<file path="src/hw/fdc_pkg.sv">
package fdc_pkg;

	// host register map, command shares the status address
	localparam logic [2:0] a_status  = 3'b000;
	localparam logic [2:0] a_command = 3'b000;
	localparam logic [2:0] a_track   = 3'b001;
	localparam logic [2:0] a_sector  = 3'b010;
	localparam logic [2:0] a_data    = 3'b011;
	localparam logic [2:0] a_ctl2    = 3'b111;   // bit 2 selects the side

	// status bits common to both layouts
	localparam int sbit_busy     = 0;
	localparam int sbit_crcerr   = 3;
	localparam int sbit_seekerr  = 4;
	localparam int sbit_readonly = 6;
	localparam int sbit_notready = 7;

	// type I layout (mode 1)
	localparam int sbit_index    = 1;
	localparam int sbit_track0   = 2;
	localparam int sbit_headload = 5;

	// type II layout (mode 2)
	localparam int sbit_drq      = 1;
	localparam int sbit_lostdata = 2;
	localparam int sbit_wrfault  = 5;

	// disk geometry
	localparam int sector_size       = 1024;
	localparam int readaddr_size     = 6;    // track, side, sector, size, two check bytes
	localparam int sectors_per_track = 5;    // numbered 1 to 5
	localparam int track_count       = 80;

	// timing in clock cycles
	localparam int watchdog_time = 255;   // max unserviced drq time
	localparam int fetch_delay   = 15;    // pause before drq for the next byte

	typedef enum logic [1:0] {
		op_none,
		op_read,
		op_write,
		op_readaddr
	} disk_op_e;

	typedef enum logic [2:0] {
		st_ready,
		st_wait_read,
		st_wait_ack,
		st_reset,
		st_fetch,
		st_fetch_wait,
		st_next_addr,
		st_wait_write
	} fdc_state_e;

	// request from the controller toward the drive
	typedef struct packed {
		disk_op_e   op;
		logic       side;
		logic [7:0] track;    // head position, not the track register
		logic [7:0] sector;
	} disk_req_t;

	typedef struct packed {
		logic done;
		logic ok;
	} disk_rsp_t;

endpackage

</file>
<file path="src/hw/drq_watchdog.sv">
`timescale 1ns/1ps

module drq_watchdog (
	input  logic clk,
	input  logic cock,
	input  logic kick,
	output logic expired
);
	import fdc_pkg::*;

	logic [15:0] count;

	// reloads on every serviced byte, sticks at zero once run out
	always_ff @(posedge clk or posedge cock) begin
		if (cock) begin
			count <= 16'(watchdog_time);
		end else if (kick) begin
			count <= 16'(watchdog_time);
		end else if (count != 16'd0) begin
			count <= count - 16'd1;
		end
	end

	assign expired = (count == 16'd0);

endmodule

</file>
<file path="config.mk">
export PLATFORM = sky130hd
export DESIGN_NAME = drq_watchdog
export DESIGN_NICKNAME = d
export VERILOG_FILES = /design/src/hw/fdc_pkg.sv /design/src/hw/drq_watchdog.sv
export SDC_FILE = /design/constraint.sdc
export NUM_CORES = 1
export LEC_CHECK = 0
export ABC_AREA = 1
export BUFFER_PORTS_ARGS = -buffer_cell sky130_fd_sc_hd__buf_2
export CELL_PAD_IN_SITES_DETAIL_PLACEMENT = 0
export CELL_PAD_IN_SITES_GLOBAL_PLACEMENT = 1
export CORE_AREA = 8 8 53 77
export DETAILED_ROUTE_END_ITERATION = 8
export DIE_AREA = 0 0 61 85
export GPL_ROUTABILITY_DRIVEN = 0
export HOLD_SLACK_MARGIN = 0.1
export PLACE_DENSITY_LB_ADDON = 0.1
export SYNTH_ARGS = -nofsm -noshare
export SYNTH_HDL_FRONTEND = slang
export SYNTH_SLANG_ARGS = --single-unit
</file>
<file path="constraint.sdc">
create_clock -name clk -period 1.6 [get_ports clk]
set_input_delay 0.24 -clock clk [delete_from_list [all_inputs] [get_ports clk]]
set_output_delay 0.24 -clock clk [all_outputs]
set_load 0.1 [all_outputs]
</file>
==> impl_metrics.py, run 1 <==
metrics = {
    "outcome": {
        "outcome": "finished, violations left",
        "violations": "negative setup slack",
    },
    "routing": {
        "ant_nets": 0,
        "drtIter0Drc": 30,
        "routed-via-count": 957,
        "drc": 0,
        "routed_wl_mm": 2.60,
        "vias_per_cell": 4.54,
        "firstDrtPassIters": 4,
        "post_drt_wl_per_cell_um": 12.3,
    },
    "yosys": {
        "yosysSeqAreaShare": 0.395,
        "synth_cell_types": 20,
        "synth_xor_xnor_area_share": 0,
        "avgSynthCellArea_um2": 6.80,
        "post_synth_mux_area_share": 0,
        "yosys.area_share.simple": 0.468,
        "synth_nets": 157,
        "synth_warnings": 0,
        "yosysTopAreaCellShare": 0.202,
        "synth_top_area_cell": "dfstp_2",
        "ys_ff_latch": 16,
        "synthAdderAreaFrac": 0.0120,
        "syn-cell-area_um2": 1040,
        "synth_top_family_by_area": "simple AND/OR/NAND/NOR gates",
        "synth_area_leaders": "dfstp_2 20%, dfrtp_1 19%, nand2_1 14%",
        "synth_compound_area_frac": 0.0241,
        "synthCells": 153,
    },
    "place": {
        "io_buffers": 3,
        "hpwlAfterDp_mm": 1.99,
        "dp_cells": 198,
    },
    "sta": {
        "rsz0062_at_grt": "yes",
        "fmax_mhz": 581,
        "finalClockSkew_ns": 0.00429,
        "fin_crit_ns": 1.72,
        "hold_viol": 0,
        "tightestPinTransition_ns": 0.651,
        "timing.final.ws_setup_ns": -0.120,
        "drv_slew": 0,
        "setup_viol": 1,
        "period_share": 1.08,
        "slew_headroom": 0.566,
    },
    "layout": {
        "n_fill_cell": 317,
        "largest_register_ff_count": 16,
        "diodes": 0,
        "reg_top3": "count (16)",
        "drive_above_1_share": 0.281,
        "final_nets": 176,
        "area_growth_pct": 24.8,
        "regMostFlops": "count",
        "finalNonFillerCells": 211,
    },
    "cts": {
        "numCtsBuffers": 3,
        "numClockSinks": 16,
        "cts_tree": "built",
        "clockBufferDepth": 2,
        "clkTransAtPathRegs_ns": 0.07,
        "cts_root_buf": "clkbuf_8",
        "clkLatencyLatePin_ns": 0.26,
        "htreeDepth": 1,
    },
    "setup_path": {
        "critical_path_class": "reg2out",
        "arrival_ns": 1.48,
        "endpoint_kind": "output port",
        "path_max_fanout": 2,
        "start_kind": "flip-flop",
        "required_ns": 1.36,
    },
    "die": {
        "num_rows": 25,
        "die_x_um": 61,
        "initial_core_util": 0.343,
        "fp.coreArea_um2": 3030,
        "dieArea_um2": 5190,
        "die_height_um": 85,
        "ios": 4,
    },
    "power_and_ir_drop": {
        "peakVddDrop_uv": 473,
        "p_per_area_nw_per_um2": 661,
        "p_total_w": 0.000858,
        "p_leak_nw": 0.639,
    },
    "grt": {
        "grt_usage": 0.113,
        "first_global_vias": 952,
        "grt_max_degree": 17,
        "grt-ovfl-total": 0,
        "grt_pass1_wl_mm": 4.40,
        "grt_antenna_before_repair": 0,
    },
    "job": {
        "drv_cap": 0,
    },
    "worst_hold_path": {
        "hold_path_class": "in2reg",
    },
}
## worst max-delay path, cell delays in order (launching register included)
cell        delay [ns]
dfstp_2           0.54
inv_2             0.05
ha_4              0.16
nand2_4           0.05
nor2_2            0.03
nand2_2           0.09
clkinvlp_4        0.11
buf_12            0.17
## report_power, final
| group | total, W | internal, W | switching [W] |
|---|---|---|---|
| Combinational | 0.0000629 | 0.0000275 | 0.0000354 |
| Clock | 0.000373 | 0.000219 | 0.000154 |
| Sequential | 0.000422 | 0.000416 | 0.00000614 |
| Total | 0.000858 | 0.000662 | 0.000196 |
## metrics by stage
step	hold WS (ns)	cell area, µm²	utilization	setup TNS, ns	worst slack, ns
after floorplan	0.148	1060	-	-0.167	-0.140
after global placement	0.366	1150	0.380	0	0.0781
after detailed placement	0.366	1150	0.380	0	0.0557
after CTS	0.203	1250	0.411	-0.130	-0.130
after global routing	0.219	1300	0.428	-0.173	-0.173
final	0.203	1300	0.428	-0.120	-0.120
## Yosys cell counts, drive strengths merged
| master | count |
|---|---|
| nand2 | 42 |
| nor2 | 35 |
| nand3 | 24 |
| inv | 23 |
| dfrtp | 8 |
| dfstp | 8 |
| o21ai | 4 |
| or2 | 4 |
| a21oi | 1 |
| clkbuf | 1 |
| clkinv | 1 |
| ha | 1 |
| nand3b | 1 |
## cells in the final DEF, fill, tap and decap left out, types with 3 or more instances in the layout
cell,netlist,routed
buf_4,0,10
nor2_1,28,25
o21ai_0,3,3
nand2_1,40,39
dfstp_2,8,8
clkbuf_8,1,4
dfrtp_1,8,8
nor2_2,6,8
nand3_1,23,22
inv_1,23,20
## per-layer routing
| layer | GRT usage | routed length, µm |
|---|---|---|
| met1 | 0.126 | 1050 |
| met2 | 0.200 | 1450 |
| met3 | 0.0182 | 48 |
| met4 | 0.0448 | 49 |
| met5 | 0 | 0 |
## cells by family (layout without fill, tap and decap cells)
| group | count (synthesis) | in the layout |
|---|---|---|
| AOI/OAI and AO/OA | 5 | 5 |
| and+or+nand+nor | 106 | 106 |
| adders and majority gates | 1 | 1 |
| DFF | 16 | 16 |
| buffers and inverters | 25 | 43 |
## path summary, 6_finish.rpt
check	from	endpoint	slack, ns	depth (start not counted)
max in group asynchronous	cock	count[14]	0.57	3
worst max-delay path	count[1]	expired	-0.12	7
worst min-delay path	kick	count[6]	0.20	3
min in group asynchronous	cock	count[15]	0.61	3
worst max register to register	count[1]	count[8]	0.06	9
worst min register to register	count[0]	count[0]	0.51	2
## area by class of cell
class / count / area, µm² / share of cell area
Tap cell: 40 / 50.0 / 0.0386
Timing Repair Buffer: 15 / 126 / 0.0974
Inverter: 24 / 98.8 / 0.0762
Multi-Input combinational cell: 112 / 557 / 0.429
Clock buffer: 4 / 55.1 / 0.0424
Sequential cell: 16 / 410 / 0.316
## repair_timing
| item | CTS | global route |
|---|---|---|
| hold buffers | 1 | 0 |
| setup endpoints to repair | 1 | 1 |
| hold endpoints to repair | 8 | 0 |
| setup buffers | 4 | 4 |
| resized for setup | 0 | 6 |
| pin swaps | 1 | 1 |
(Power assumes the default switching activity.)
==> run 2: changes to the inputs <==
==> constraint.sdc (replaced) <==
create_clock -name clk -period 2.1 [get_ports clk]
set_input_delay 0.315 -clock clk [delete_from_list [all_inputs] [get_ports clk]]
set_output_delay 0.315 -clock clk [all_outputs]
set_load 0.1 [all_outputs]
==> run 2 against run 1 <==
Net effect:
- the flow now finishes without violations
- register-to-register slack improved by 0.54 ns
- count of clock-buffer cells in the layout did not move
- sequential share of layout area up 3.3 points
- via count shrank 1.9%
- final cell count down 5.2%
- global-route usage fell by 0.11 points
- cell area shrank 9.5%
- combinational power down 45%
- clock power is 35% lower
- die area did not move
- non-clock buffer count down 11
- critical endpoint unchanged
- largest cell class unchanged
==> impl_metrics.py, run 2 (synthesis gave the netlist of run 1 again) <==
metrics = {
    "routing": {
        "post_drt_wl_per_cell_um": 12.8,
        "ant_nets": 0,
        "vias_per_cell": 4.70,
        "drtIter0Drc": 19,
        "firstDrtPassIters": 4,
        "drc": 0,
        "routed-via-count": 939,
        "routed_wl_mm": 2.55,
    },
    "setup_path": {
        "required_ns": 1.78,
        "arrival_ns": 1.62,
        "path_max_fanout": 6,
        "cp_slowest_cell": "dfstp_2",
        "crit_family": "flip-flops",
        "endpoint_kind": "output port",
        "start_kind": "flip-flop",
        "cp_slowest_stage_delay_ns": 0.53,
        "path_cells": "inv_1 -> ha_4 -> nand2_4 -> nor2_1 -> nand2_2 -> inv_1 -> buf_12",
        "crit_top_cell": "inv_1",
        "timing.critical_path.buf_inv": 3,
        "critical_path_class": "reg2out",
    },
    "cts": {
        "numClockSinks": 16,
        "numCtsBuffers": 3,
        "cts_root_buf": "clkbuf_8",
        "ctsHoldBuffers": 0,
        "clkLatencyLatePin_ns": 0.25,
        "clkTransAtPathRegs_ns": 0.06,
        "htreeDepth": 1,
        "post_cts_resized": 0,
        "post_cts_buffers": 0,
        "cts_tree": "built",
        "clockBufferDepth": 2,
    },
    "die": {
        "initial_core_util": 0.343,
        "ios": 4,
        "dieArea_um2": 5190,
        "die_x_um": 61,
        "die_height_um": 85,
        "num_rows": 25,
        "fp.coreArea_um2": 3030,
    },
    "layout": {
        "largest_register_ff_count": 16,
        "diodes": 0,
        "area_growth_pct": 12.9,
        "final_util": 0.387,
        "reg_top3": "count (16)",
        "layout_common_cells": "39 x nand2_1, 28 x nor2_1, 23 x inv_1, 23 x nand3_1",
        "drive_above_1_share": 0.188,
        "final_common_cell": "nand2_1",
        "regMostFlops": "count",
        "final_nets": 165,
    },
    "sta": {
        "setup_viol": 0,
        "timing.final.ws_setup_ns": 0.167,
        "tightestPinTransition_ns": 0.649,
        "slew_headroom": 0.567,
        "fmax_mhz": 517,
        "rsz0062_at_grt": "no",
        "period_share": 0.920,
        "fin_crit_ns": 1.93,
        "tns_ns": 0,
        "hold_viol": 0,
        "drv_slew": 0,
        "finalClockSkew_ns": 0.00141,
    },
    "place": {
        "pre_cts_slack_ns": 0.283,
        "io_buffers": 3,
        "hpwlAfterDp_mm": 1.94,
    },
    "power_and_ir_drop": {
        "p_leak_nw": 0.591,
        "p_sw_frac": 0.226,
        "clkPwrFrac": 0.405,
        "p_int_w": 0.000462,
        "peakVddDrop_uv": 270,
        "power_frac_seq": 0.537,
        "p_per_area_nw_per_um2": 509,
        "power.switching_w": 0.000135,
        "pwr-share-comb": 0.058,
    },
    "grt": {
        "grt_antenna_before_repair": 0,
        "grt-ovfl-total": 0,
        "grt_usage": 0.112,
        "grt_max_degree": 17,
        "first_global_vias": 968,
        "grt_pass1_wl_mm": 4.41,
    },
    "outcome": {
        "outcome": "complete, no violations",
    },
    "job": {
        "drv_cap": 0,
    },
    "worst_hold_path": {
        "hold_path_class": "in2async",
    },
}
## run 2: changes by cell type in the layout (fill, tap and decap cells not counted), sizes merged
cell and change:
buf -10, clkinv +1, clkinvlp -1, dlygate4sd3 -1
## run 2: area by class of cell
| cell class | instances | area, µm² |
|---|---|---|
| Fill cell | 339 | 1860 |
| Multi-Input combinational cell | 112 | 539 |
| Sequential cell | 16 | 410 |
| Inverter | 24 | 91.3 |
| Tap cell | 40 | 50.0 |
| Clock buffer | 4 | 45.0 |
| Timing Repair Buffer | 4 | 37.5 |
## run 2: path summary, 6_finish.rpt
kind,from,end,slack (ns),depth (start not counted)
min reg2reg,count[0],count[0],0.48,2
max in group asynchronous,cock,count[8],1.54,2
min,cock,count[9],0.15,2
min in group clk,kick,count[6],0.29,3
max reg2reg,count[0],count[11],0.60,7
max,count[0],expired,0.17,7
## run 2: worst register-to-register path: cells and delay by family (launching register included)
kind,cells,cell delay [ns]
DFF,1,0.53
buffers and inverters,2,0.27
adders and majority gates,1,0.20
and+or+nand+nor,4,0.43
## run 2: layer usage
metal / vias to the layer above / wire length [µm] / global-route usage
met4: 0 / 66 / 0.0490
met3: 6 / 37 / 0.0182
met2: 8 / 1320 / 0.199
met5: - / 0 / 0
met1: 441 / 1120 / 0.122
li1: 484 / - / -
## run 2: power groups by stage
stage | registers [W] | clock network (W) | logic (W)
final | 0.000320 | 0.000242 | 0.0000349
after global routing | 0.000321 | 0.000259 | 0.0000407
after CTS | 0.000320 | 0.000249 | 0.0000325
after detailed placement | 0.000326 | 0 | 0.0000324
after global placement | 0.000326 | 0 | 0.0000320
after floorplan | 0.000325 | 0 | 0.0000242
## run 2: stage by stage
step	area (µm²)	power, W	cells	hold slack [ns]
after floorplan	1040	0.000349	153	0.223
after global placement	1110	0.000358	196	0.436
after detailed placement	1110	0.000358	196	0.447
after CTS	1160	0.000602	200	0.176
after global routing	1170	0.000620	200	0.211
final	1170	0.000597	200	0.146
