===== config.mk =====
export PLATFORM = sky130hd
export DESIGN_NAME = fdc_core
export DESIGN_NICKNAME = d
export VERILOG_FILES = /design/src/hw/fdc_pkg.sv /design/src/hw/fdc_core.sv
export SDC_FILE = /design/constraint.sdc
export NUM_CORES = 1
export LEC_CHECK = 0
export BUFFER_PORTS_ARGS = -buffer_cell sky130_fd_sc_hd__buf_2
export CELL_PAD_IN_SITES_DETAIL_PLACEMENT = 1
export CELL_PAD_IN_SITES_GLOBAL_PLACEMENT = 2
export CORE_MARGIN = 4
export CORE_UTILIZATION = 37
export CTS_CLUSTER_SIZE = 14
export DETAILED_ROUTE_END_ITERATION = 8
export PLACE_DENSITY = 0.81
export SLEW_MARGIN = 20
export SYNTH_ARGS = -nofsm -noshare
export SYNTH_HDL_FRONTEND = slang
export SYNTH_SLANG_ARGS = --single-unit

===== constraint.sdc =====
create_clock -name clk -period 3.2 [get_ports clk]
set_input_delay 0.32 -clock clk [delete_from_list [all_inputs] [get_ports clk]]
set_output_delay 0.32 -clock clk [all_outputs]
set_load 0.1 [all_outputs]

===== src/hw/fdc_pkg.sv =====
package fdc_pkg;

	// host register map, command shares the status address
	localparam logic [2:0] a_status  = 3'b000;
	localparam logic [2:0] a_command = 3'b000;
	localparam logic [2:0] a_track   = 3'b001;
	localparam logic [2:0] a_sector  = 3'b010;
	localparam logic [2:0] a_data    = 3'b011;
	localparam logic [2:0] a_ctl2    = 3'b111;   // bit 2 selects the side

	// status bits common to both layouts
	localparam int sbit_busy     = 0;
	localparam int sbit_crcerr   = 3;
	localparam int sbit_seekerr  = 4;
	localparam int sbit_readonly = 6;
	localparam int sbit_notready = 7;

	// type I layout (mode 1)
	localparam int sbit_index    = 1;
	localparam int sbit_track0   = 2;
	localparam int sbit_headload = 5;

	// type II layout (mode 2)
	localparam int sbit_drq      = 1;
	localparam int sbit_lostdata = 2;
	localparam int sbit_wrfault  = 5;

	// disk geometry
	localparam int sector_size       = 1024;
	localparam int readaddr_size     = 6;    // track, side, sector, size, two check bytes
	localparam int sectors_per_track = 5;    // numbered 1 to 5
	localparam int track_count       = 80;

	// timing in clock cycles
	localparam int watchdog_time = 255;   // max unserviced drq time
	localparam int fetch_delay   = 15;    // pause before drq for the next byte

	typedef enum logic [1:0] {
		op_none,
		op_read,
		op_write,
		op_readaddr
	} disk_op_e;

	typedef enum logic [2:0] {
		st_ready,
		st_wait_read,
		st_wait_ack,
		st_reset,
		st_fetch,
		st_fetch_wait,
		st_next_addr,
		st_wait_write
	} fdc_state_e;

	// request from the controller toward the drive
	typedef struct packed {
		disk_op_e   op;
		logic       side;
		logic [7:0] track;    // head position, not the track register
		logic [7:0] sector;
	} disk_req_t;

	typedef struct packed {
		logic done;
		logic ok;
	} disk_rsp_t;

endpackage


===== src/hw/fdc_core.sv =====
`timescale 1ns/1ps

module fdc_core (
	input  logic               clk,
	input  logic               cock,
	input  logic               rd,
	input  logic               wr,
	input  logic [2:0]         addr,
	input  logic [7:0]         wdata,
	output logic [7:0]         rdata,
	output logic               irq,
	output logic               drq,
	output fdc_pkg::disk_req_t req,
	input  fdc_pkg::disk_rsp_t rsp,
	output logic [9:0]         buf_raddr,
	input  logic [7:0]         buf_rdata,
	output logic               kick,
	input  logic               expired
);
	import fdc_pkg::*;

	fdc_state_e  state;
	logic [7:0]  track_reg;
	logic [7:0]  sector_reg;
	logic [7:0]  data_reg;
	logic [7:0]  disk_track;    // real head position
	logic        side;
	logic        step_dir;      // 0 steps in, 1 steps out
	logic        multi;
	logic        cmd_mode;      // status layout of the last command
	logic        busy;
	logic        headload;
	logic        index_seen;
	logic        seekerr;
	logic        lostdata;
	logic [10:0] remaining;     // bytes still to hand out
	logic [3:0]  fetch_timer;
	logic [7:0]  status;

	logic       data_rd;
	logic       byte_take;
	logic       last_byte;
	logic       arrival;
	logic       dir;
	logic [7:0] next_track;

	assign data_rd   = rd && (addr == a_data);
	// byte leaves the buffer, read by the host or lost
	assign byte_take = (state == st_ready) && drq && (data_rd || expired);
	assign last_byte = (remaining == 11'd1);
	assign arrival   = (state == st_wait_read) && rsp.done && rsp.ok;
	assign kick      = byte_take || arrival;

	assign dir        = wdata[6] ? wdata[5] : step_dir;   // plain STEP reuses last direction
	assign next_track = dir ? disk_track - 8'd1 : disk_track + 8'd1;

	always_comb begin
		status = '0;
		status[sbit_busy]     = busy;
		status[sbit_crcerr]   = 1'b0;   // emulated media has no crc faults
		status[sbit_seekerr]  = seekerr;
		status[sbit_readonly] = 1'b0;
		status[sbit_notready] = 1'b0;
		if (cmd_mode) begin
			status[sbit_drq]      = drq;
			status[sbit_lostdata] = lostdata;
			status[sbit_wrfault]  = 1'b0;
		end else begin
			status[sbit_index]    = index_seen;
			status[sbit_track0]   = (disk_track == 8'd0);
			status[sbit_headload] = headload;
		end
	end

	// host read data and the data register
	always_ff @(posedge clk) begin
		if (rd) begin
			case (addr)
				a_status: rdata <= status;
				a_track:  rdata <= track_reg;
				a_sector: rdata <= sector_reg;
				a_data:   rdata <= byte_take ? buf_rdata : data_reg;
				a_ctl2:   rdata <= {5'b11111, side, 2'b00};
				default:  rdata <= 8'hff;
			endcase
		end
		if (byte_take && data_rd)
			data_reg <= buf_rdata;
		else if (wr && addr == a_data)
			data_reg <= wdata;   // seek target
	end

	always_ff @(posedge clk or posedge cock) begin
		if (cock) begin
			state       <= st_ready;
			track_reg   <= '0;
			sector_reg  <= '0;
			disk_track  <= 8'hff;   // unknown until restore
			side        <= 1'b0;
			step_dir    <= 1'b0;
			multi       <= 1'b0;
			cmd_mode    <= 1'b0;
			busy        <= 1'b0;
			drq         <= 1'b0;
			irq         <= 1'b0;
			headload    <= 1'b0;
			index_seen  <= 1'b0;
			seekerr     <= 1'b0;
			lostdata    <= 1'b0;
			remaining   <= '0;
			fetch_timer <= '0;
			buf_raddr   <= '0;
			req.op      <= op_none;
			req.side    <= 1'b0;
			req.track   <= '0;
			req.sector  <= '0;
		end else begin
			if (rd && addr == a_status)
				irq <= 1'b0;   // status read acknowledges

			case (state)
				st_ready: begin
					if (byte_take) begin
						drq       <= 1'b0;
						remaining <= remaining - 11'd1;
						if (!data_rd)
							lostdata <= 1'b1;
						if (!last_byte) begin
							state <= st_next_addr;
						end else if (multi && sector_reg < 8'(sectors_per_track)) begin
							sector_reg <= sector_reg + 8'd1;
							req.sector <= sector_reg + 8'd1;
							req.op     <= op_read;
							remaining  <= 11'(sector_size);
							state      <= st_wait_read;
						end else begin
							busy  <= 1'b0;
							irq   <= 1'b1;
							multi <= 1'b0;
						end
					end
				end
				st_next_addr: begin
					buf_raddr <= buf_raddr + 10'd1;   // wraps to 0 on a fresh sector
					state     <= st_fetch;
				end
				st_fetch: begin
					fetch_timer <= 4'(fetch_delay);
					state       <= st_fetch_wait;
				end
				st_fetch_wait: begin
					if (fetch_timer != 4'd0) begin
						fetch_timer <= fetch_timer - 4'd1;
					end else begin
						drq   <= 1'b1;
						state <= st_ready;
					end
				end
				st_wait_read: begin
					if (rsp.done) begin
						req.op <= op_none;
						if (rsp.ok) begin
							buf_raddr <= 10'h3ff;
							state     <= st_next_addr;
						end else begin
							seekerr <= 1'b1;   // sector not found
							busy    <= 1'b0;
							irq     <= 1'b1;
							multi   <= 1'b0;
							state   <= st_ready;
						end
					end
				end
				st_wait_write: begin
					if (rsp.done) begin
						req.op  <= op_none;
						seekerr <= !rsp.ok;
						busy    <= 1'b0;
						irq     <= 1'b1;
						state   <= st_ready;
					end
				end
				st_wait_ack: begin
					if (rsp.done) begin
						busy  <= 1'b0;
						irq   <= 1'b1;
						state <= st_ready;
					end
				end
				st_reset: begin
					busy   <= 1'b0;
					drq    <= 1'b0;
					irq    <= 1'b0;
					multi  <= 1'b0;
					req.op <= op_none;
					state  <= st_ready;
				end
			endcase

			if (wr) begin
				case (addr)
					a_track: begin
						if (!busy)
							track_reg <= wdata;
					end
					a_sector: begin
						if (!busy)
							sector_reg <= wdata;
					end
					a_ctl2: side <= wdata[2];
					a_command: begin
						if (wdata[7:4] == 4'hd) begin
							state <= st_reset;   // force interrupt
						end else if (!busy && wdata[7:4] <= 4'hc) begin
							cmd_mode <= wdata[7];
							irq      <= 1'b0;
							busy     <= 1'b1;
							seekerr  <= 1'b0;
							lostdata <= 1'b0;
							if (!wdata[7]) begin
								headload   <= wdata[3];
								index_seen <= 1'b1;
								state      <= st_wait_ack;
							end else begin
								req.side   <= side;
								req.track  <= disk_track;
								req.sector <= sector_reg;
								drq        <= 1'b0;
							end
							case (wdata[7:4])
								4'h0: begin   // restore
									track_reg  <= '0;
									disk_track <= '0;
								end
								4'h1: disk_track <= data_reg;   // seek
								4'h2, 4'h3, 4'h4, 4'h5, 4'h6, 4'h7: begin
									if (wdata[6])
										step_dir <= wdata[5];
									disk_track <= next_track;
									if (wdata[4])
										track_reg <= next_track;
								end
								4'h8, 4'h9: begin
									req.op    <= op_read;
									remaining <= 11'(sector_size);
									multi     <= wdata[4];
									state     <= st_wait_read;
								end
								4'ha, 4'hb: begin
									req.op <= op_write;
									multi  <= 1'b0;
									state  <= st_wait_write;
								end
								default: begin   // read address
									req.op    <= op_readaddr;
									remaining <= 11'(readaddr_size);
									multi     <= 1'b0;
									state     <= st_wait_read;
								end
							endcase
						end
					end
					default: ;
				endcase
			end
		end
	end

endmodule


==> impl_metrics.tcl, run 1 <==
set metrics [dict create \
    cts_sinks 98 \
    dr.pass1.iters 4 \
    cpMaxStageDelayCell "dfrtp_1" \
    placed_cells 807 \
    grt_use_total_pct 20.4 \
    largest_reg_flops 19 \
    max_freq_mhz 368 \
    worstMarginPinSlew_ns 0.725 \
    grt_pass1_vias 4847 \
    ctsResizeCount 0 \
    end_kind "output port" \
    final_min_period_over_clock_period_pct 85.0 \
    max_cap_violations 0 \
    cts_tree "built" \
    maxSlewViolCount 0 \
    drtAntennaViolNets 0 \
    hold_buffers 0 \
    synthFlopType "dfrtp_1" \
    r2r-start "step_dir" \
    final.setup.worst_slack_ns 0.479 \
    post_drt_wl_per_cell_um 20.2 \
    path_buf_inv 1 \
    whs_ns 0.0120 \
    final_core_util_pct 43.3 \
    worstPathArrival_ns 2.40 \
    synth.distinct_cells 71 \
    dieArea_mm2 0.0169 \
    place_congestion 0.918 \
    avgSynthCellArea_um2 9.57 \
    cts_buffers 9 \
    cp.required_ns 2.88 \
    insertion_delay_ns 0.35 \
    finalHoldViolCount 0 \
    vias_per_cell 5.70 \
    crit_family "simple AND/OR/NAND/NOR gates" \
    netlist_area_mm2 0.00552 \
    port_buffers 65 \
    drive_above_1_share_pct 24.1 \
    synthArstFlopShare_pct 83.7 \
    grt-ovfl-total 0 \
    syn_nets 616 \
    synthCells 577 \
    areaGrowthSynthToFinish_pct 14.3 \
    core-area_mm2 0.0146 \
    hold_class "input port to asynchronous set/reset pin" \
    stdcell_count 823 \
    drt_wl_total_um 16600 \
    ys_warn_count 0 \
    route.vias.total 4687 \
    regMostFlops "req" \
    relSlewSlack_pct 51.5 \
    dieHeight_um 130 \
    rows 44 \
    post_cts_buffers 0 \
    die_w_um 130 \
    grt_max_degree 35 \
    slowest_delay_ns 0.53 \
    clk_pin_slew_worst_paths_ns 0.07 \
    setup_viol 0 \
    root_buffer "clkbuf_16" \
    dp_hpwl_um 12700 \
    cp_cell_sequence "nor3_2 > o211ai_2 > nand2_1 > buf_2" \
    synth-edff-count 16 \
    startpoint_type "register" \
    finalClockSkew_ns 0.00587 \
    drt_iter0_markers 215 \
    ys_ff_latch 98 \
    place_ws_ns 0.316 \
    yosysSeqAreaShare_pct 46.0 \
    cp-startpoint "state[1]" \
    drc 0 \
    status "complete, no violations" \
    clk_path_buf_depth 2 \
    initial_core_util_pct 37.9 \
    grt_pass1_wl_um 26700 \
    finalCriticalPeriod_ns 2.72 \
    p_leak_nw 2.71 \
    nets 673 \
    peakVddDrop_mv 0.508 \
    htreeDepth 3 \
    antenna_found_initial 0 \
    top_regs "req (19), remaining (11), buf_raddr (10)" \
    antenna_cells 0 \
    ios 66 \
    p_per_area_mw_per_mm2 1030 \
    rsz0062_at_grt "no" \
    crit_fanout 14 \
    totalNegativeSetupSlack_ns 0 \
    path_class "register to output port" \
]
[cells in the mapped netlist (12+ instances only)]
cell type  number  area share, %
nand3_1        24            2.2
nor3_1         16            1.4
inv_1          17            1.2
dfrtp_1        74             34
nor2_1         54            3.7
clkbuf_1       18            1.2
ha_1           12            2.7
a21oi_1        44            4.0
o21ai_0        35            3.2
edfxtp_1       16            8.7
mux2_2         25            5.1
nand2_1        57            3.9
[worst register-to-register path: stages (launching register included)]
cell and delay [ns]:
dfrtp_1 0.39, mux2i_1 0.27, inv_1 0.22, ha_1 0.32, a21o_1 0.19, a41oi_1 0.28
nand3_1 0.14, a21o_1 0.22, a32o_1 0.23, mux2_4 0.27
[area by class of cell]
type	instances	area [µm²]
Fill cell	1681	8270
Multi-Input combinational cell	429	2760
Sequential cell	98	2540
Timing Repair Buffer	79	430
Clock buffer	11	253
Tap cell	184	230
Inverter	17	65.1
Clock inverter	5	37.5
[routing by layer]
metal | vias to the layer above | track usage, % | part of all wire [%]
met3 | 28 | 2.54 | 3.2
met2 | 99 | 34.8 | 50
li1 | 2210 | - | -
met5 | - | 0 | 0
met4 | 0 | 8.19 | 3.0
met1 | 2350 | 26.2 | 44
[through the flow]
step                cell area (µm²)  total power [mW]
global route                   6310              6.87
floorplan                      5520              4.68
CTS                            6310              6.53
finish                         6310              6.48
global placement               6020              5.35
detailed placement             6020              5.44
[report_power, final]
group / total [mW] / leakage, nW / switching [mW] / internal, mW
Sequential: 2.20 / 1.12 / 0.464 / 1.73
Combinational: 3.21 / 1.46 / 2.32 / 0.893
Clock: 1.07 / 0.134 / 0.501 / 0.572
[cells by family after synthesis]
group	count (synthesis)	synth area share [%]
AND/OR/NAND/NOR	214	19.2
AO/OA/AOI/OAI	150	17.8
flip-flops	98	46.0
buffers and inverters	50	4.08
multiplexers	35	7.09
XOR/XNOR	17	2.70
adder cells (fa/ha/maj)	13	3.08
[cells in the final DEF, fill, tap and decap left out, types with 9 or more instances in the layout]
| master | netlist | layout |
|---|---|---|
| a21oi_1 | 44 | 44 |
| xnor2_1 | 10 | 10 |
| clkbuf_16 | 0 | 9 |
| o21ai_0 | 35 | 35 |
| inv_1 | 17 | 16 |
| dfrtp_1 | 74 | 74 |
| nand3_1 | 24 | 24 |
| a31oi_1 | 10 | 10 |
| edfxtp_1 | 16 | 16 |
| ha_1 | 12 | 12 |
| mux2_2 | 25 | 25 |
| buf_2 | 9 | 65 |
| buf_4 | 3 | 14 |
| nor3_1 | 16 | 16 |
| nor2_1 | 54 | 54 |
| nand2_1 | 57 | 57 |
[final timing paths]
kind / to / slack (ns) / cells past startpoint
worst max-delay path: kick / 0.48 / 4
worst min register to register: index_seen / 0.48 / 1
min in group clk: data_reg[2] / 0.29 / 2
worst max register to register: track_reg[7] / 0.55 / 9
max in group asynchronous: disk_track[0] / 2.45 / 3
worst min-delay path: req[10] / 0.01 / 2
Note: power is estimated with default switching activity, not from simulation.
==> inputs of run 2 (changes only) <==
--- a/config.mk
+++ b/config.mk
@@ -5,14 +5,14 @@
 export SDC_FILE = /design/constraint.sdc
 export NUM_CORES = 1
 export LEC_CHECK = 0
-export BUFFER_PORTS_ARGS = -buffer_cell sky130_fd_sc_hd__buf_2
 export CELL_PAD_IN_SITES_DETAIL_PLACEMENT = 1
 export CELL_PAD_IN_SITES_GLOBAL_PLACEMENT = 2
 export CORE_MARGIN = 4
-export CORE_UTILIZATION = 37
+export CORE_UTILIZATION = 40
 export CTS_CLUSTER_SIZE = 14
 export DETAILED_ROUTE_END_ITERATION = 8
-export PLACE_DENSITY = 0.81
+export DONT_BUFFER_PORTS = 1
+export PLACE_DENSITY = 0.8
 export SLEW_MARGIN = 20
 export SYNTH_ARGS = -nofsm -noshare
 export SYNTH_HDL_FRONTEND = slang
==> run 2 against run 1 <==
Sequential power is 40% higher. Largest power group is now registers. Critical endpoint unchanged. Die area is 7.0% lower. Sequential cell count stayed put. Clock skew is 0.0064 ns higher. Final cell count is 8.3% lower. First-iteration DRC count is 9.3% higher. Highest routed layer unchanged.
==> impl_metrics.tcl, run 2 (same netlist as run 1, synthesis figures left out) <==
set metrics [dict create \
    nets 613 \
    core-area_mm2 0.0134 \
    worstMarginPinSlew_ns 0.929 \
    r2r_cells 9 \
    max_cap_violations 0 \
    totalNegativeSetupSlack_ns 0 \
    antenna_found_initial 0 \
    finalHoldViolCount 0 \
    largest_reg_flops 19 \
    drive_above_1_share_pct 15.9 \
    clk_path_buf_depth 2 \
    root_buffer "clkbuf_16" \
    initial_core_util_pct 41.2 \
    finalCriticalPeriod_ns 2.60 \
    insertion_delay_ns 0.35 \
    grt_use_total_pct 21.7 \
    drtAntennaViolNets 0 \
    grt_pass1_vias 4741 \
    drc 0 \
    hold_depth 0 \
    cts_sinks 98 \
    hold_class "input port to register" \
    min_from "rd" \
    min_to "rdata[0]" \
    final_common_cell "dfrtp_1" \
    ctsResizeCount 0 \
    cts_buffers 9 \
    antenna_cells 0 \
    maxSlewViolCount 0 \
    path_class "register to output port" \
    end_kind "output port" \
    cpMaxStageDelayCell "dfrtp_1" \
    cp.required_ns 2.88 \
    cts_tree "built" \
    startpoint_type "register" \
    areaGrowthSynthToFinish_pct 9.08 \
    die_w_um 126 \
    vias_per_cell 5.89 \
    final_min_period_over_clock_period_pct 81.1 \
    place_congestion 0.877 \
    r2r-start "step_dir" \
    mostFrequentLayoutCells "dfrtp_1 (74), nand2_1 (57), nor2_1 (54)" \
    grt_max_degree 31 \
    dieHeight_um 126 \
    peakVddDrop_mv 0.416 \
    grt_pass1_wl_um 27100 \
    port_buffers 0 \
    clk_pin_slew_worst_paths_ns 0.08 \
    n_fill_cell 1555 \
    drt_iter0_markers 235 \
    status "complete, no violations" \
    grt-ovfl-total 0 \
    relSlewSlack_pct 38.1 \
    drt_wl_total_um 16900 \
    htreeDepth 3 \
    rrSetupSlack_ns 0.67 \
    cp_cell_sequence "nor3_2 > o211ai_2 > nand2_1 > buf_4" \
    post_drt_wl_per_cell_um 22.4 \
    crit_family "flip-flops" \
    dr.pass1.iters 4 \
    path_buf_inv 1 \
    p_leak_nw 2.47 \
    ios 66 \
    setup_viol 0 \
    rsz0062_at_grt "no" \
    max_freq_mhz 385 \
    rows 42 \
    finalClockSkew_ns 0.0122 \
    worstPathArrival_ns 2.28 \
    timing.rr.end "track_reg[7]" \
    dieArea_mm2 0.0158 \
    p_per_area_mw_per_mm2 1060 \
    regMostFlops "req" \
    dp_hpwl_um 12600 \
    final_core_util_pct 45.0 \
    top_regs "req (19), remaining (11), buf_raddr (10)" \
    crit_fanout 19 \
    slowest_delay_ns 0.60 \
    route.vias.total 4445 \
]
==> run 2: repair_timing <==
action                                 CTS  global route
hold buffers                             1             0
setup buffers                            0             0
endpoints found under the hold margin   23             0
==> run 2: cell type report <==
cell class | instances | area (µm²) | area share (%)
Multi-Input combinational cell | 429 | 2760 | 45.7
Inverter | 17 | 65.1 | 1.08
Timing Repair Buffer | 19 | 145 | 2.41
Clock inverter | 6 | 67.6 | 1.12
Sequential cell | 98 | 2540 | 42.2
Clock buffer | 10 | 229 | 3.80
Tap cell | 176 | 220 | 3.65
==> run 2: worst max path at each step <==
| stage | start | to | slack [ns] | cells after the start |
|---|---|---|---|---|
| 5_1_grt | state[2] | kick | 0.43 | 4 |
| 3_3_place_gp | wdata[6] | track_reg[6] | 0.76 | 9 |
| 4_1_cts | state[2] | kick | 0.59 | 4 |
| 6_report | state[2] | kick | 0.60 | 4 |
| 2_1_floorplan | drq | kick | 0.67 | 4 |
| 3_5_place_dp | step_dir | track_reg[6] | 0.72 | 9 |
==> run 2: where the power goes <==
part / internal (mW) / switching, mW / total [mW]
sequential: 1.71 / 1.35 / 3.07
combinational: 0.835 / 1.40 / 2.24
clock: 0.609 / 0.500 / 1.11
==> run 2: per-layer routing <==
metal / up-vias / GRT usage (%) / part of all wire, %
li1: 2085 / - / -
met4: 0 / 7.21 / 2.3
met5: - / 0 / 0
met2: 85 / 35.7 / 49
met1: 2251 / 28.1 / 44
met3: 24 / 5.46 / 4.8
==> run 2: per-stage QoR <==
stage          instance area (µm²)  setup WS, ns  std cells  hold WS (ns)  power (mW)
5_1_grt                       6030         0.427        755        0.0625        6.77
3_3_place_gp                  5720         0.762        738         0.228        5.25
4_1_cts                       6030         0.585        755        0.0674        6.45
2_1_floorplan                 5520         0.667        577         0.432        4.68
3_5_place_dp                  5720         0.719        738         0.237        5.32
6_report                      6030         0.604        755        0.0769        6.41
==> run 2: worst register-to-register path: stages (launching register included) <==
cell and delay [ns]:
dfrtp_1 0.39, mux2i_1 0.21, inv_1 0.19, ha_1 0.31, a21o_1 0.19, a41oi_1 0.27, nand3_1 0.16, a21o_1 0.22
a32o_1 0.22, mux2_4 0.26
