**config.mk**
```make
export PLATFORM = sky130hd
export DESIGN_NAME = disk_server
export DESIGN_NICKNAME = d
export VERILOG_FILES = /design/src/hw/fdc_pkg.sv /design/src/hw/disk_server.sv
export SDC_FILE = /design/constraint.sdc
export NUM_CORES = 1
export LEC_CHECK = 0
export BUFFER_PORTS_ARGS = -buffer_cell sky130_fd_sc_hd__buf_2
export CORE_ASPECT_RATIO = 0.9
export CORE_UTILIZATION = 50
export CTS_BUF_LIST = sky130_fd_sc_hd__clkbuf_16
export CTS_CLUSTER_DIAMETER = 40
export DETAILED_ROUTE_END_ITERATION = 10
export PLACE_DENSITY = 0.74
export SLEW_MARGIN = 15
export SYNTH_ARGS = -nofsm -noshare
export SYNTH_HDL_FRONTEND = slang
export SYNTH_SLANG_ARGS = --single-unit
```
**constraint.sdc**
```tcl
create_clock -name clk -period 3.8 [get_ports clk]
set_input_delay 1.14 -clock clk [delete_from_list [all_inputs] [get_ports clk]]
set_output_delay 1.14 -clock clk [all_outputs]
set_load 0.01 [all_outputs]
```
**src/hw/fdc_pkg.sv**
```systemverilog
package fdc_pkg;

	// host register map, command shares the status address
	localparam logic [2:0] a_status  = 3'b000;
	localparam logic [2:0] a_command = 3'b000;
	localparam logic [2:0] a_track   = 3'b001;
	localparam logic [2:0] a_sector  = 3'b010;
	localparam logic [2:0] a_data    = 3'b011;
	localparam logic [2:0] a_ctl2    = 3'b111;   // bit 2 selects the side

	// status bits common to both layouts
	localparam int sbit_busy     = 0;
	localparam int sbit_crcerr   = 3;
	localparam int sbit_seekerr  = 4;
	localparam int sbit_readonly = 6;
	localparam int sbit_notready = 7;

	// type I layout (mode 1)
	localparam int sbit_index    = 1;
	localparam int sbit_track0   = 2;
	localparam int sbit_headload = 5;

	// type II layout (mode 2)
	localparam int sbit_drq      = 1;
	localparam int sbit_lostdata = 2;
	localparam int sbit_wrfault  = 5;

	// disk geometry
	localparam int sector_size       = 1024;
	localparam int readaddr_size     = 6;    // track, side, sector, size, two check bytes
	localparam int sectors_per_track = 5;    // numbered 1 to 5
	localparam int track_count       = 80;

	// timing in clock cycles
	localparam int watchdog_time = 255;   // max unserviced drq time
	localparam int fetch_delay   = 15;    // pause before drq for the next byte

	typedef enum logic [1:0] {
		op_none,
		op_read,
		op_write,
		op_readaddr
	} disk_op_e;

	typedef enum logic [2:0] {
		st_ready,
		st_wait_read,
		st_wait_ack,
		st_reset,
		st_fetch,
		st_fetch_wait,
		st_next_addr,
		st_wait_write
	} fdc_state_e;

	// request from the controller toward the drive
	typedef struct packed {
		disk_op_e   op;
		logic       side;
		logic [7:0] track;    // head position, not the track register
		logic [7:0] sector;
	} disk_req_t;

	typedef struct packed {
		logic done;
		logic ok;
	} disk_rsp_t;

endpackage

```
**src/hw/disk_server.sv**
```systemverilog
`timescale 1ns/1ps

module disk_server (
	input  logic               clk,
	input  logic               cock,
	input  fdc_pkg::disk_req_t req,
	output fdc_pkg::disk_rsp_t rsp,
	output logic               buf_we,
	output logic [9:0]         buf_waddr,
	output logic [7:0]         buf_wdata
);
	import fdc_pkg::*;

	typedef enum logic [2:0] {
		srv_idle,
		srv_seek,
		srv_fill,
		srv_answer,
		srv_release
	} srv_state_e;

	srv_state_e state;
	logic [7:0] head;    // drive's own head position
	logic [9:0] idx;     // byte being written
	logic       ok_q;

	logic       track_ok;
	logic       sector_ok;
	logic       last;
	logic [7:0] side_byte;
	logic [7:0] check;

	assign track_ok  = (req.track < 8'(track_count));
	assign sector_ok = (req.sector >= 8'd1) && (req.sector <= 8'(sectors_per_track));
	assign side_byte = {7'd0, req.side};
	assign check     = req.track ^ side_byte ^ req.sector ^ 8'd3;
	assign last      = (req.op == op_readaddr) ? (idx == 10'(readaddr_size - 1))
	                                           : (idx == 10'(sector_size - 1));

	// generated sector content or the address field
	always_comb begin
		if (req.op == op_readaddr) begin
			case (idx[2:0])
				3'd0:    buf_wdata = req.track;
				3'd1:    buf_wdata = side_byte;
				3'd2:    buf_wdata = req.sector;
				3'd3:    buf_wdata = 8'd3;   // size code for 1024 bytes
				default: buf_wdata = check;
			endcase
		end else begin
			buf_wdata = idx[7:0] ^ req.track ^ {req.sector[3:0], 4'd0} ^ {req.side, 7'd0};
		end
	end

	assign buf_we    = (state == srv_fill);
	assign buf_waddr = idx;

	// an idle nop is acknowledged at once
	always_comb begin
		rsp.done = (state == srv_answer) || (state == srv_idle && req.op == op_none);
		rsp.ok   = (state == srv_answer) ? ok_q : 1'b1;
	end

	always_ff @(posedge clk or posedge cock) begin
		if (cock) begin
			state <= srv_idle;
			head  <= '0;
			idx   <= '0;
			ok_q  <= 1'b0;
		end else begin
			case (state)
				srv_idle: begin
					if (req.op != op_none)
						state <= srv_seek;
				end
				srv_seek: begin
					idx <= '0;
					if (head < req.track) begin
						head <= head + 8'd1;
					end else if (head > req.track) begin
						head <= head - 8'd1;
					end else begin
						case (req.op)
							op_read: begin
								ok_q  <= track_ok && sector_ok;
								state <= (track_ok && sector_ok) ? srv_fill : srv_answer;
							end
							op_readaddr: begin
								ok_q  <= track_ok;
								state <= track_ok ? srv_fill : srv_answer;
							end
							default: begin   // writes are always refused
								ok_q  <= 1'b0;
								state <= srv_answer;
							end
						endcase
					end
				end
				srv_fill: begin
					idx <= idx + 10'd1;
					if (last)
						state <= srv_answer;
				end
				srv_answer: state <= srv_release;
				srv_release: begin
					if (req.op == op_none)
						state <= srv_idle;
				end
				default: state <= srv_idle;
			endcase
		end
	end

endmodule

```
==> results.sh, run 1 <==
export IMPL_critPathCaptureType="flip-flop"
export IMPL_detailedPlacementHpwl_mm=3.73
export IMPL_run_status="complete, no violations"
export IMPL_yosys_register_bits=22
export IMPL_critical_path_arrival_ns=3.70
export IMPL_async_reset_ff_share_pct=100
export IMPL_design_core_area_mm2=0.00378
export IMPL_worstMarginPinSlew_ns=0.872
export IMPL_yosys_area_share_adder_pct=12.8
export IMPL_seq_power_share_pct=25.0
export IMPL_nNetsFinal=325
export IMPL_timing_fmax_mhz=284
export IMPL_routabilityCongestion=0.827
export IMPL_regToRegSetupSlack_ns=0.89
export IMPL_cts_resized=0
export IMPL_start_kind="input pin"
export IMPL_die_extent_in_y_um=62.1
export IMPL_rr_startpoint="head[1]"
export IMPL_cts_root_buffer_cell="sky130_fd_sc_hd__clkbuf_16"
export IMPL_path_cells="buf_2 > inv_1 > ha_1 > nor2b_1 > o211a_1 > o21bai_1 > nand2_2 > ha_1 > nand3_1 > o2111ai_1 > o211ai_1 > nor3b_1 > o21ba_1 > xor2_1"
export IMPL_power_density_mw_per_mm2=592
export IMPL_drtPass1Iterations=4
export IMPL_multiplexer_fraction_of_the_synthesized_cell_area_pct=2.68
export IMPL_synth_ff_type="sky130_fd_sc_hd__dfrtp_1"
export IMPL_post_dp_cell_area_mm2=0.00226
export IMPL_critical_path_slowest_cell="sky130_fd_sc_hd__ha_1"
export IMPL_cpPeakStageDelay_ns=0.38
export IMPL_grt_antenna_before_repair=0
export IMPL_rsz0062_at_grt="no"
export IMPL_place_detailed_instances=325
export IMPL_cts_max_level=1
export IMPL_path_class="in2reg"
export IMPL_synth_yosys_warnings=0
export IMPL_cellLeakagePower_nw=1.11
export IMPL_n_antenna_cell=0
export IMPL_global_route_usage_total_pct=23.6
export IMPL_postCtsSetupBuffers=0
export IMPL_setup_violations=0
export IMPL_drive_above_1_share_pct=19.4
export IMPL_post_route_min_period_ns=3.52
export IMPL_worst_setup_hold_path_clk_slew_ns=0.06
export IMPL_die_w_um=68.8
export IMPL_start_util_pct=53.0
export IMPL_timing_critical_path_to="head[7]"
export IMPL_dominant_combinational_cell_family_by_area_after_synthesis="compound AO/OA/AOI/OAI gates"
export IMPL_post_layout_total_power_mw=1.39
export IMPL_cp_startpoint="req[9]"
export IMPL_r2r_end="head[7]"
export IMPL_crit_top_cell="sky130_fd_sc_hd__ha_1"
export IMPL_share_of_the_clock_period_used_by_the_worst_path_after_layout_pct=92.7
export IMPL_vdd_drop_max_uv=361
export IMPL_report_final_slew_viol_count=0
export IMPL_numCtsBuffers=3
export IMPL_antenna_left=0
export IMPL_grt_pass1_vias=1590
export IMPL_internal_cell_power_uw=843
export IMPL_num_rows=21
export IMPL_timing_final_hold_violations=0
export IMPL_finish_instance_area_mm2=0.00234
export IMPL_cts_hold_bufs=0
export IMPL_via_count=1912
export IMPL_clock_tree_buffer_depth=2
export IMPL_timing_clock_skew_ns=0.00326
export IMPL_worstSkewPairLatency_ns=0.25
export IMPL_remaining_drc_errors=0
export IMPL_clkPwrFrac_pct=16.2
export IMPL_dr_first_iter_drc_count=93
export IMPL_tritoncts_num_sinks=22
export IMPL_synth_xor_area_share_pct=10.9
export IMPL_avgViaCountPerCell=5.81
export IMPL_worstRegToRegCells=12
export IMPL_final_instance_count_excl_fill=329
export IMPL_holdCritPathClass="reg2reg"
export IMPL_power_switching_uw=545
export IMPL_wire_length_of_the_first_global_routing_pass_mm=7.60
export IMPL_register_area_share_after_synthesis_pct=27.4
export IMPL_synth_edf_count=0
export IMPL_portBuffers=41
export IMPL_design_portCount=42
export IMPL_avgRoutedWirePerCell_um=14.9
export IMPL_crit_required_ns=3.98
export IMPL_max_slew_margin_pct=41.8
export IMPL_p_comb_share_pct=58.7
export IMPL_compound_gate_portion_of_the_synthesized_area_pct=23.4
export IMPL_synth_avg_cell_area_um2=8.26
export IMPL_maxCapViolations=0
export IMPL_synth_cell_types=50
export IMPL_synthesis_nets=284
export IMPL_grt_max_degree=23
export IMPL_grt_overflow=0
export IMPL_finalWirelength_mm=4.90
export IMPL_syn_instance_count=243
export IMPL_critical_path_max_fanout=7
export IMPL_synth_cell_area_mm2=0.00201
export IMPL_area_delta_synth_final_pct=16.7
export IMPL_synth_simple_gate_area_share_pct=17.5
export IMPL_dieArea_mm2=0.00427
export IMPL_cts_tree="yes"
export IMPL_final_core_utilization_pct=61.9
export IMPL_sw_frac_of_total_pct=39.2
==> sequential cells by signal (all words and copies together) (netlist names) <==
| name | cells |
|---|---|
| buf_waddr | 10 |
| head | 8 |
| ok_q | 1 |
| state | 3 |
==> cell families after synthesis <==
| kind of cell | Yosys count |
|---|---|
| adder cells (fa/ha/maj) | 20 |
| buffers and inverters | 26 |
| XOR/XNOR | 25 |
| AO/OA/AOI/OAI | 72 |
| flip-flops | 22 |
| multiplexers | 5 |
| AND/OR/NAND/NOR | 73 |
==> power groups by stage <==
stage	combinational [mW]	clock (mW)	sequential [mW]
6_report	0.815	0.225	0.347
3_5_place_dp	0.807	0	0.351
2_1_floorplan	0.646	0	0.334
5_1_grt	0.926	0.236	0.355
3_3_place_gp	0.792	0	0.351
4_1_cts	0.814	0.227	0.348
==> cell usage in the layout, fill, tap and decap left out, types with 2 or more instances in the layout <==
| master | count |
|---|---|
| sky130_fd_sc_hd__nor4_1 | 3 |
| sky130_fd_sc_hd__nand4_1 | 6 |
| sky130_fd_sc_hd__nand2b_1 | 2 |
| sky130_fd_sc_hd__nand3_1 | 5 |
| sky130_fd_sc_hd__xnor2_1 | 20 |
| sky130_fd_sc_hd__clkbuf_16 | 3 |
| sky130_fd_sc_hd__a22o_1 | 3 |
| sky130_fd_sc_hd__nor3_1 | 5 |
| sky130_fd_sc_hd__nor2_1 | 14 |
| sky130_fd_sc_hd__ha_1 | 19 |
| sky130_fd_sc_hd__mux2_1 | 3 |
| sky130_fd_sc_hd__a21o_1 | 2 |
| sky130_fd_sc_hd__o21ai_0 | 9 |
| sky130_fd_sc_hd__a21oi_1 | 12 |
| sky130_fd_sc_hd__buf_2 | 41 |
| sky130_fd_sc_hd__nand2_1 | 26 |
| sky130_fd_sc_hd__inv_1 | 15 |
| sky130_fd_sc_hd__mux2i_1 | 2 |
| sky130_fd_sc_hd__dfrtp_1 | 22 |
| sky130_fd_sc_hd__o21bai_1 | 2 |
| sky130_fd_sc_hd__o22ai_1 | 6 |
| sky130_fd_sc_hd__a22oi_1 | 6 |
| sky130_fd_sc_hd__o211ai_1 | 2 |
| sky130_fd_sc_hd__or3_1 | 2 |
| sky130_fd_sc_hd__xor2_1 | 5 |
| sky130_fd_sc_hd__o2111ai_1 | 2 |
| sky130_fd_sc_hd__buf_4 | 4 |
| sky130_fd_sc_hd__a31oi_1 | 3 |
| sky130_fd_sc_hd__o21ai_1 | 15 |
==> worst max-delay path, delay by kind of cell <==
family | cells | cell delay, ns
xor+xnor | 1 | 0.14
simple gates | 4 | 0.64
compound gates | 5 | 0.95
fa+ha+maj | 2 | 0.67
buf+inv | 2 | 0.16
==> Yosys cell counts (3+ instances only) <==
master,n,share of area [%]
sky130_fd_sc_hd__inv_1,15,2.8
sky130_fd_sc_hd__o21ai_1,15,3.7
sky130_fd_sc_hd__ha_1,19,12
sky130_fd_sc_hd__nor2_1,14,2.6
sky130_fd_sc_hd__a22oi_1,6,2.2
sky130_fd_sc_hd__clkbuf_1,5,0.94
sky130_fd_sc_hd__xnor2_1,20,8.7
sky130_fd_sc_hd__buf_2,4,1.0
sky130_fd_sc_hd__a21oi_1,12,3.0
sky130_fd_sc_hd__nor4_1,3,0.94
sky130_fd_sc_hd__a31oi_1,3,0.94
sky130_fd_sc_hd__nor3_1,5,1.2
sky130_fd_sc_hd__a22o_1,3,1.3
sky130_fd_sc_hd__xor2_1,5,2.2
sky130_fd_sc_hd__mux2_1,3,1.7
sky130_fd_sc_hd__nand2_1,27,5.1
sky130_fd_sc_hd__o21ai_0,9,2.2
sky130_fd_sc_hd__dfrtp_1,22,27
sky130_fd_sc_hd__nand3_1,5,1.2
sky130_fd_sc_hd__o22ai_1,6,1.9
sky130_fd_sc_hd__nand4_1,6,1.9
==> per-layer routing <==
layer  share of wire, %  global-route usage [%]  up-vias
li1                   -                       -      963
met1                 50                    37.9      876
met2                 43                    33.3       69
met3                5.5                    2.39        4
met4                1.1                    6.12        0
met5                  0                       0        -
==> how the worst min path moves through the flow <==
stage | cells past startpoint | slack [ns] | end | startpoint
floorplan | 1 | 0.45 | head[7] | head[7]
global placement | 1 | 0.47 | head[7] | head[7]
detailed placement | 1 | 0.46 | head[7] | head[7]
CTS | 1 | 0.48 | head[7] | head[7]
global route | 1 | 0.50 | head[7] | head[7]
finish | 1 | 0.48 | head[7] | head[7]
==> through the flow <==
step / setup slack (ns) / TNS, ns / hold WS (ns)
3_5_place_dp: -0.0503 / -0.0503 / 0.464
2_1_floorplan: 0.317 / 0 / 0.446
5_1_grt: 0.0608 / 0 / 0.497
4_1_cts: 0.212 / 0 / 0.477
6_report: 0.276 / 0 / 0.478
3_3_place_gp: 0.0458 / 0 / 0.466
==> area by class of cell <==
cell class / count / area, µm²
clock buffer: 3 / 75.1
clock inverter: 1 / 3.75
fill: 348 / 1440
inverter: 17 / 65.1
multi-input combinational: 195 / 1360
sequential: 22 / 551
tap: 46 / 57.6
timing repair buffer: 45 / 235
(Power assumes the default switching activity.)
==> run 2: changes to the inputs <==
CORE_ASPECT_RATIO = unset   (was 0.9)
==> run 2 against run 1 <==
Wire length is 0.16% lower. Maximum frequency rose by 0.27%. Non-clock buffer count stayed put. Clock power is essentially flat. Via count increased by 0.21%. Sequential share of layout area about the same. Cell count grew 0.61%. Utilization rose by 0.73 points.
==> results.sh, run 2 (synthesis results as in run 1) <==
export IMPL_run_status="complete, no violations"
export IMPL_timing_clock_skew_ns=0.00434
export IMPL_grt_max_degree=23
export IMPL_n_antenna_cell=0
export IMPL_cellLeakagePower_nw=1.11
export IMPL_setup_violations=0
export IMPL_p_comb_share_pct=59.7
export IMPL_final_instance_count_excl_fill=331
export IMPL_cts_root_buffer_cell="sky130_fd_sc_hd__clkbuf_16"
export IMPL_place_detailed_instances=327
export IMPL_dr_first_iter_drc_count=107
export IMPL_area_delta_synth_final_pct=16.8
export IMPL_worst_setup_hold_path_clk_slew_ns=0.06
export IMPL_critical_path_buf_inv_count=2
export IMPL_most_frequent_standard_cell_in_the_layout_excluding_fill_and_tap_cells="sky130_fd_sc_hd__buf_2"
export IMPL_start_util_pct=53.6
export IMPL_maxCapViolations=0
export IMPL_final_core_utilization_pct=62.6
export IMPL_grt_antenna_before_repair=0
export IMPL_share_of_the_clock_period_used_by_the_worst_path_after_layout_pct=92.5
export IMPL_seq_power_share_pct=24.4
export IMPL_timing_fmax_mhz=285
export IMPL_crit_required_ns=3.95
export IMPL_cts_tree="yes"
export IMPL_die_extent_in_y_um=65.4
export IMPL_tritoncts_num_sinks=22
export IMPL_start_kind="input pin"
export IMPL_detailedPlacementHpwl_mm=3.86
export IMPL_num_rows=22
export IMPL_design_portCount=42
export IMPL_drive_above_1_share_pct=19.4
export IMPL_critical_path_max_fanout=7
export IMPL_numCtsBuffers=3
export IMPL_max_slew_margin_pct=43.1
export IMPL_path_class="in2reg"
export IMPL_power_switching_uw=559
export IMPL_critical_path_arrival_ns=3.66
export IMPL_worstSkewPairLatency_ns=0.26
export IMPL_critical_path_slowest_cell="sky130_fd_sc_hd__ha_1"
export IMPL_grt_overflow=0
export IMPL_cts_max_level=1
export IMPL_via_count=1916
export IMPL_cts_hold_bufs=0
export IMPL_avgRoutedWirePerCell_um=14.8
export IMPL_internal_cell_power_uw=860
export IMPL_portBuffers=41
export IMPL_die_w_um=65.4
export IMPL_worstMarginPinSlew_ns=0.852
export IMPL_report_final_slew_viol_count=0
export IMPL_holdCritPathClass="reg2reg"
export IMPL_power_density_mw_per_mm2=605
export IMPL_path_cells="buf_2 > inv_1 > ha_1 > nor2b_1 > o211a_1 > o21bai_1 > nand2_2 > ha_1 > nand3_1 > o2111ai_1 > o211ai_1 > a21boi_0 > o21ba_1 > xor2_1"
export IMPL_grt_pass1_vias=1714
export IMPL_timing_final_hold_violations=0
export IMPL_global_route_usage_total_pct=24.5
export IMPL_finalWirelength_mm=4.89
export IMPL_critPathCaptureType="flip-flop"
export IMPL_sw_frac_of_total_pct=39.4
export IMPL_crit_top_cell="sky130_fd_sc_hd__ha_1"
export IMPL_antenna_left=0
export IMPL_rsz0062_at_grt="no"
export IMPL_remaining_drc_errors=0
export IMPL_post_route_min_period_ns=3.51
export IMPL_wire_length_of_the_first_global_routing_pass_mm=7.99
export IMPL_fin_tns_setup_ns=0
export IMPL_avgViaCountPerCell=5.79
export IMPL_routabilityCongestion=0.822
export IMPL_clock_tree_buffer_depth=2
export IMPL_worst_hold_slack_ns=0.485
export IMPL_vdd_drop_max_uv=492
export IMPL_dieArea_mm2=0.00427
export IMPL_nNetsFinal=325
export IMPL_max_ffs_per_register=10
export IMPL_drtPass1Iterations=4
export IMPL_cpPeakStageDelay_ns=0.38
export IMPL_design_core_area_mm2=0.00374
export IMPL_mostFrequentLayoutCells="sky130_fd_sc_hd__buf_2, sky130_fd_sc_hd__nand2_1, sky130_fd_sc_hd__dfrtp_1, sky130_fd_sc_hd__xnor2_1, sky130_fd_sc_hd__ha_1"
export IMPL_cpLargestDelayFamily="compound AO/OA/AOI/OAI gates"
export IMPL_clkPwrFrac_pct=15.9
run 2: cell counts in the layout (fill, tap and decap cells not counted):
Identical to the previous run, type by type.
run 2: worst paths after layout:
path	from	to	slack (ns)	cells after the start
min in group asynchronous	cock	head[5]	1.05	2
worst max register to register	head[1]	head[7]	0.88	12
worst max-delay path	req[9]	head[7]	0.29	14
max in group asynchronous	cock	state[2]	2.22	2
worst min-delay path	ok_q	ok_q	0.49	1
worst min register to register	ok_q	ok_q	0.49	1
run 2: power by group through the flow:
stage               Sequential (mW)  Combinational, mW  Clock, mW
floorplan                     0.334              0.646          0
finish                        0.346              0.847      0.226
global placement              0.351              0.814          0
CTS                           0.347              0.849      0.232
detailed placement            0.350              0.846          0
global route                  0.352              0.954      0.241
run 2: through the flow:
step | total power, mW | worst slack (ns) | cell area (µm²)
3_5_place_dp | 1.20 | -0.0889 | 2260
6_report | 1.42 | 0.285 | 2340
4_1_cts | 1.43 | 0.195 | 2340
5_1_grt | 1.55 | 0.0376 | 2340
2_1_floorplan | 0.980 | 0.317 | 2010
3_3_place_gp | 1.17 | 0.0337 | 2260
run 2: metal layers:
layer / vias up / GRT usage (%) / wire length (µm)
met5: - / 0 / 0
met2: 70 / 37.4 / 2130
met4: 0 / 5.43 / 36
met1: 877 / 35.8 / 2400
met3: 4 / 4.34 / 329
li1: 965 / - / -
run 2: what timing repair did:
item,CTS,global route
resized for setup,0,1
endpoints found under the setup margin,0,1
setup buffers,0,0
run 2: layout make-up:
class	instances	area (µm²)
fill	358	1400
multi-input combinational	195	1360
sequential	22	551
timing repair buffer	45	235
clock buffer	3	75.1
inverter	17	65.1
tap	48	60.1
clock inverter	1	3.75
==> run 3: changes to the inputs <==
--- a/constraint.sdc
+++ b/constraint.sdc
@@ -3,2 +3,2 @@
 set_output_delay 1.14 -clock clk [all_outputs]
-set_load 0.01 [all_outputs]
+set_load 0.1 [all_outputs]
==> run 3 against run 2 <==
First-iteration DRC count is 6.5% lower. Cell area grew 5.3%. Die area did not move. Clock power barely moved. Non-clock buffer count grew 3. Count of clock-buffer cells in the layout did not move. Critical path depth is 7 lower. Sequential share of layout area decreased by 1.1 points.
==> results.sh, run 3 (synthesis results as in run 1) <==
export IMPL_worst_hold_slack_ns=0.476
export IMPL_regToRegSetupSlack_ns=0.82
export IMPL_cts_hold_bufs=0
export IMPL_antenna_left=0
export IMPL_detailedPlacementHpwl_mm=3.90
export IMPL_design_core_area_mm2=0.00374
export IMPL_critical_path_max_fanout=4
export IMPL_maxCapViolations=0
export IMPL_num_rows=22
export IMPL_critical_path_buf_inv_count=2
export IMPL_timing_clock_skew_ns=0.00198
export IMPL_routabilityCongestion=0.875
export IMPL_dr_first_iter_drc_count=100
export IMPL_via_count=1949
export IMPL_finalWirelength_mm=5.01
export IMPL_timing_final_hold_violations=0
export IMPL_die_extent_in_y_um=65.4
export IMPL_cts_tree="yes"
export IMPL_avgViaCountPerCell=5.84
export IMPL_place_detailed_instances=330
export IMPL_grt_overflow=0
export IMPL_drtPass1Iterations=4
export IMPL_avgRoutedWirePerCell_um=15.0
export IMPL_start_util_pct=53.6
export IMPL_share_of_the_clock_period_used_by_the_worst_path_after_layout_pct=95.6
export IMPL_dp_slack_ns=-0.0728
export IMPL_cts_root_buffer_cell="sky130_fd_sc_hd__clkbuf_16"
export IMPL_area_delta_synth_final_pct=23.1
export IMPL_cellLeakagePower_nw=1.15
export IMPL_r2r_end="head[7]"
export IMPL_worst_hold_startpoint="head[7]"
export IMPL_remaining_drc_errors=0
export IMPL_rr_startpoint="head[1]"
export IMPL_clock_tree_buffer_depth=2
export IMPL_fin_tns_setup_ns=0
export IMPL_numCtsBuffers=3
export IMPL_grt_pass1_vias=1732
export IMPL_power_density_mw_per_mm2=597
export IMPL_max_ffs_per_register=10
export IMPL_global_route_usage_total_pct=25.7
export IMPL_sw_frac_of_total_pct=42.5
export IMPL_cp_startpoint="req[8]"
export IMPL_clkPwrFrac_pct=15.4
export IMPL_n_antenna_cell=0
export IMPL_rsz0062_at_grt="no"
export IMPL_worstRegToRegCells=12
export IMPL_critical_path_slowest_cell="sky130_fd_sc_hd__nor4_1"
export IMPL_crit_required_ns=2.66
export IMPL_die_w_um=65.4
export IMPL_postCtsSetupBuffers=0
export IMPL_final_fill_count=334
export IMPL_path_class="in2out"
export IMPL_power_switching_uw=626
export IMPL_vdd_drop_max_uv=349
export IMPL_internal_cell_power_uw=848
export IMPL_post_layout_total_power_mw=1.47
export IMPL_seqCellArea_um2=553
export IMPL_cts_max_level=1
export IMPL_holdCritPathClass="reg2reg"
export IMPL_final_setup_worst_slack_ns=0.166
export IMPL_report_final_slew_viol_count=0
export IMPL_hold_depth=1
export IMPL_grt_max_degree=23
export IMPL_worstSkewPairLatency_ns=0.26
export IMPL_post_route_min_period_ns=3.63
export IMPL_critical_path_arrival_ns=2.49
export IMPL_p_comb_share_pct=61.2
export IMPL_cpPeakStageDelay_ns=0.49
export IMPL_start_kind="input pin"
export IMPL_design_portCount=42
export IMPL_portBuffers=41
export IMPL_worst_setup_hold_path_clk_slew_ns=0.06
export IMPL_finish_instance_area_mm2=0.00247
export IMPL_nNetsFinal=328
export IMPL_max_slew_margin_pct=43.1
export IMPL_multi_input_comb_area_mm2=0.00141
export IMPL_drive_above_1_share_pct=22.7
export IMPL_most_frequent_standard_cell_in_the_layout_excluding_fill_and_tap_cells="sky130_fd_sc_hd__buf_2"
export IMPL_post_dp_cell_area_mm2=0.00239
export IMPL_critPathCaptureType="primary output"
export IMPL_path_cells="buf_2 > xnor2_1 > xnor2_1 > nor2_1 > nor4_1 > a21oi_4 > buf_2"
export IMPL_tritoncts_num_sinks=22
export IMPL_dieArea_mm2=0.00427
export IMPL_timing_fmax_mhz=275
export IMPL_worstMarginPinSlew_ns=0.852
export IMPL_cts_resized=0
export IMPL_wire_length_of_the_first_global_routing_pass_mm=8.42
export IMPL_setup_violations=0
export IMPL_cpLargestDelayFamily="simple AND/OR/NAND/NOR gates"
export IMPL_grt_antenna_before_repair=0
export IMPL_worst_hold_path_endpoint="head[7]"
export IMPL_run_status="complete, no violations"
export IMPL_final_instance_count_excl_fill=334
export IMPL_final_core_utilization_pct=66.0
export IMPL_seq_power_share_pct=23.4
export IMPL_mostFrequentLayoutCells="sky130_fd_sc_hd__buf_2, sky130_fd_sc_hd__nand2_1, sky130_fd_sc_hd__xnor2_1, sky130_fd_sc_hd__dfrtp_1, sky130_fd_sc_hd__ha_1"
[run 3: cell count changes in the layout (fill, tap and decap cells not counted), sizes merged]
cell	delta
inv	+1
clkinv	-1
buf	+3
[run 3: how the worst max path moves through the flow]
| stage | endpoint | slack [ns] | depth (start not counted) |
|---|---|---|---|
| final | buf_wdata[0] | 0.17 | 7 |
| after global routing | buf_wdata[0] | 0.03 | 8 |
| after CTS | buf_wdata[0] | 0.16 | 7 |
| after detailed placement | head[7] | -0.07 | 14 |
| after global placement | head[7] | 0.05 | 14 |
| after floorplan | buf_wdata[3] | -0.18 | 3 |
[run 3: routing by layer]
metal	part of all wire, %	GRT usage [%]	up-vias
li1	-	-	969
met1	49	39.0	918
met2	44	36.9	55
met3	5.8	4.51	7
met4	1.3	7.34	0
met5	0	0	-
[run 3: layout make-up]
type,instances,area share [%]
multi-input combinational,195,57.1
sequential,22,22.4
timing repair buffer,48,12.3
clock buffer,3,3.04
inverter,17,2.63
tap,48,2.43
clock inverter,1,0.152
[run 3: power by group through the flow]
stage	Sequential, mW	Clock (mW)	Combinational [mW]
floorplan	0.334	0	0.716
global placement	0.350	0	0.856
detailed placement	0.349	0	0.890
CTS	0.346	0.232	0.902
global route	0.352	0.242	1.03
finish	0.345	0.226	0.902
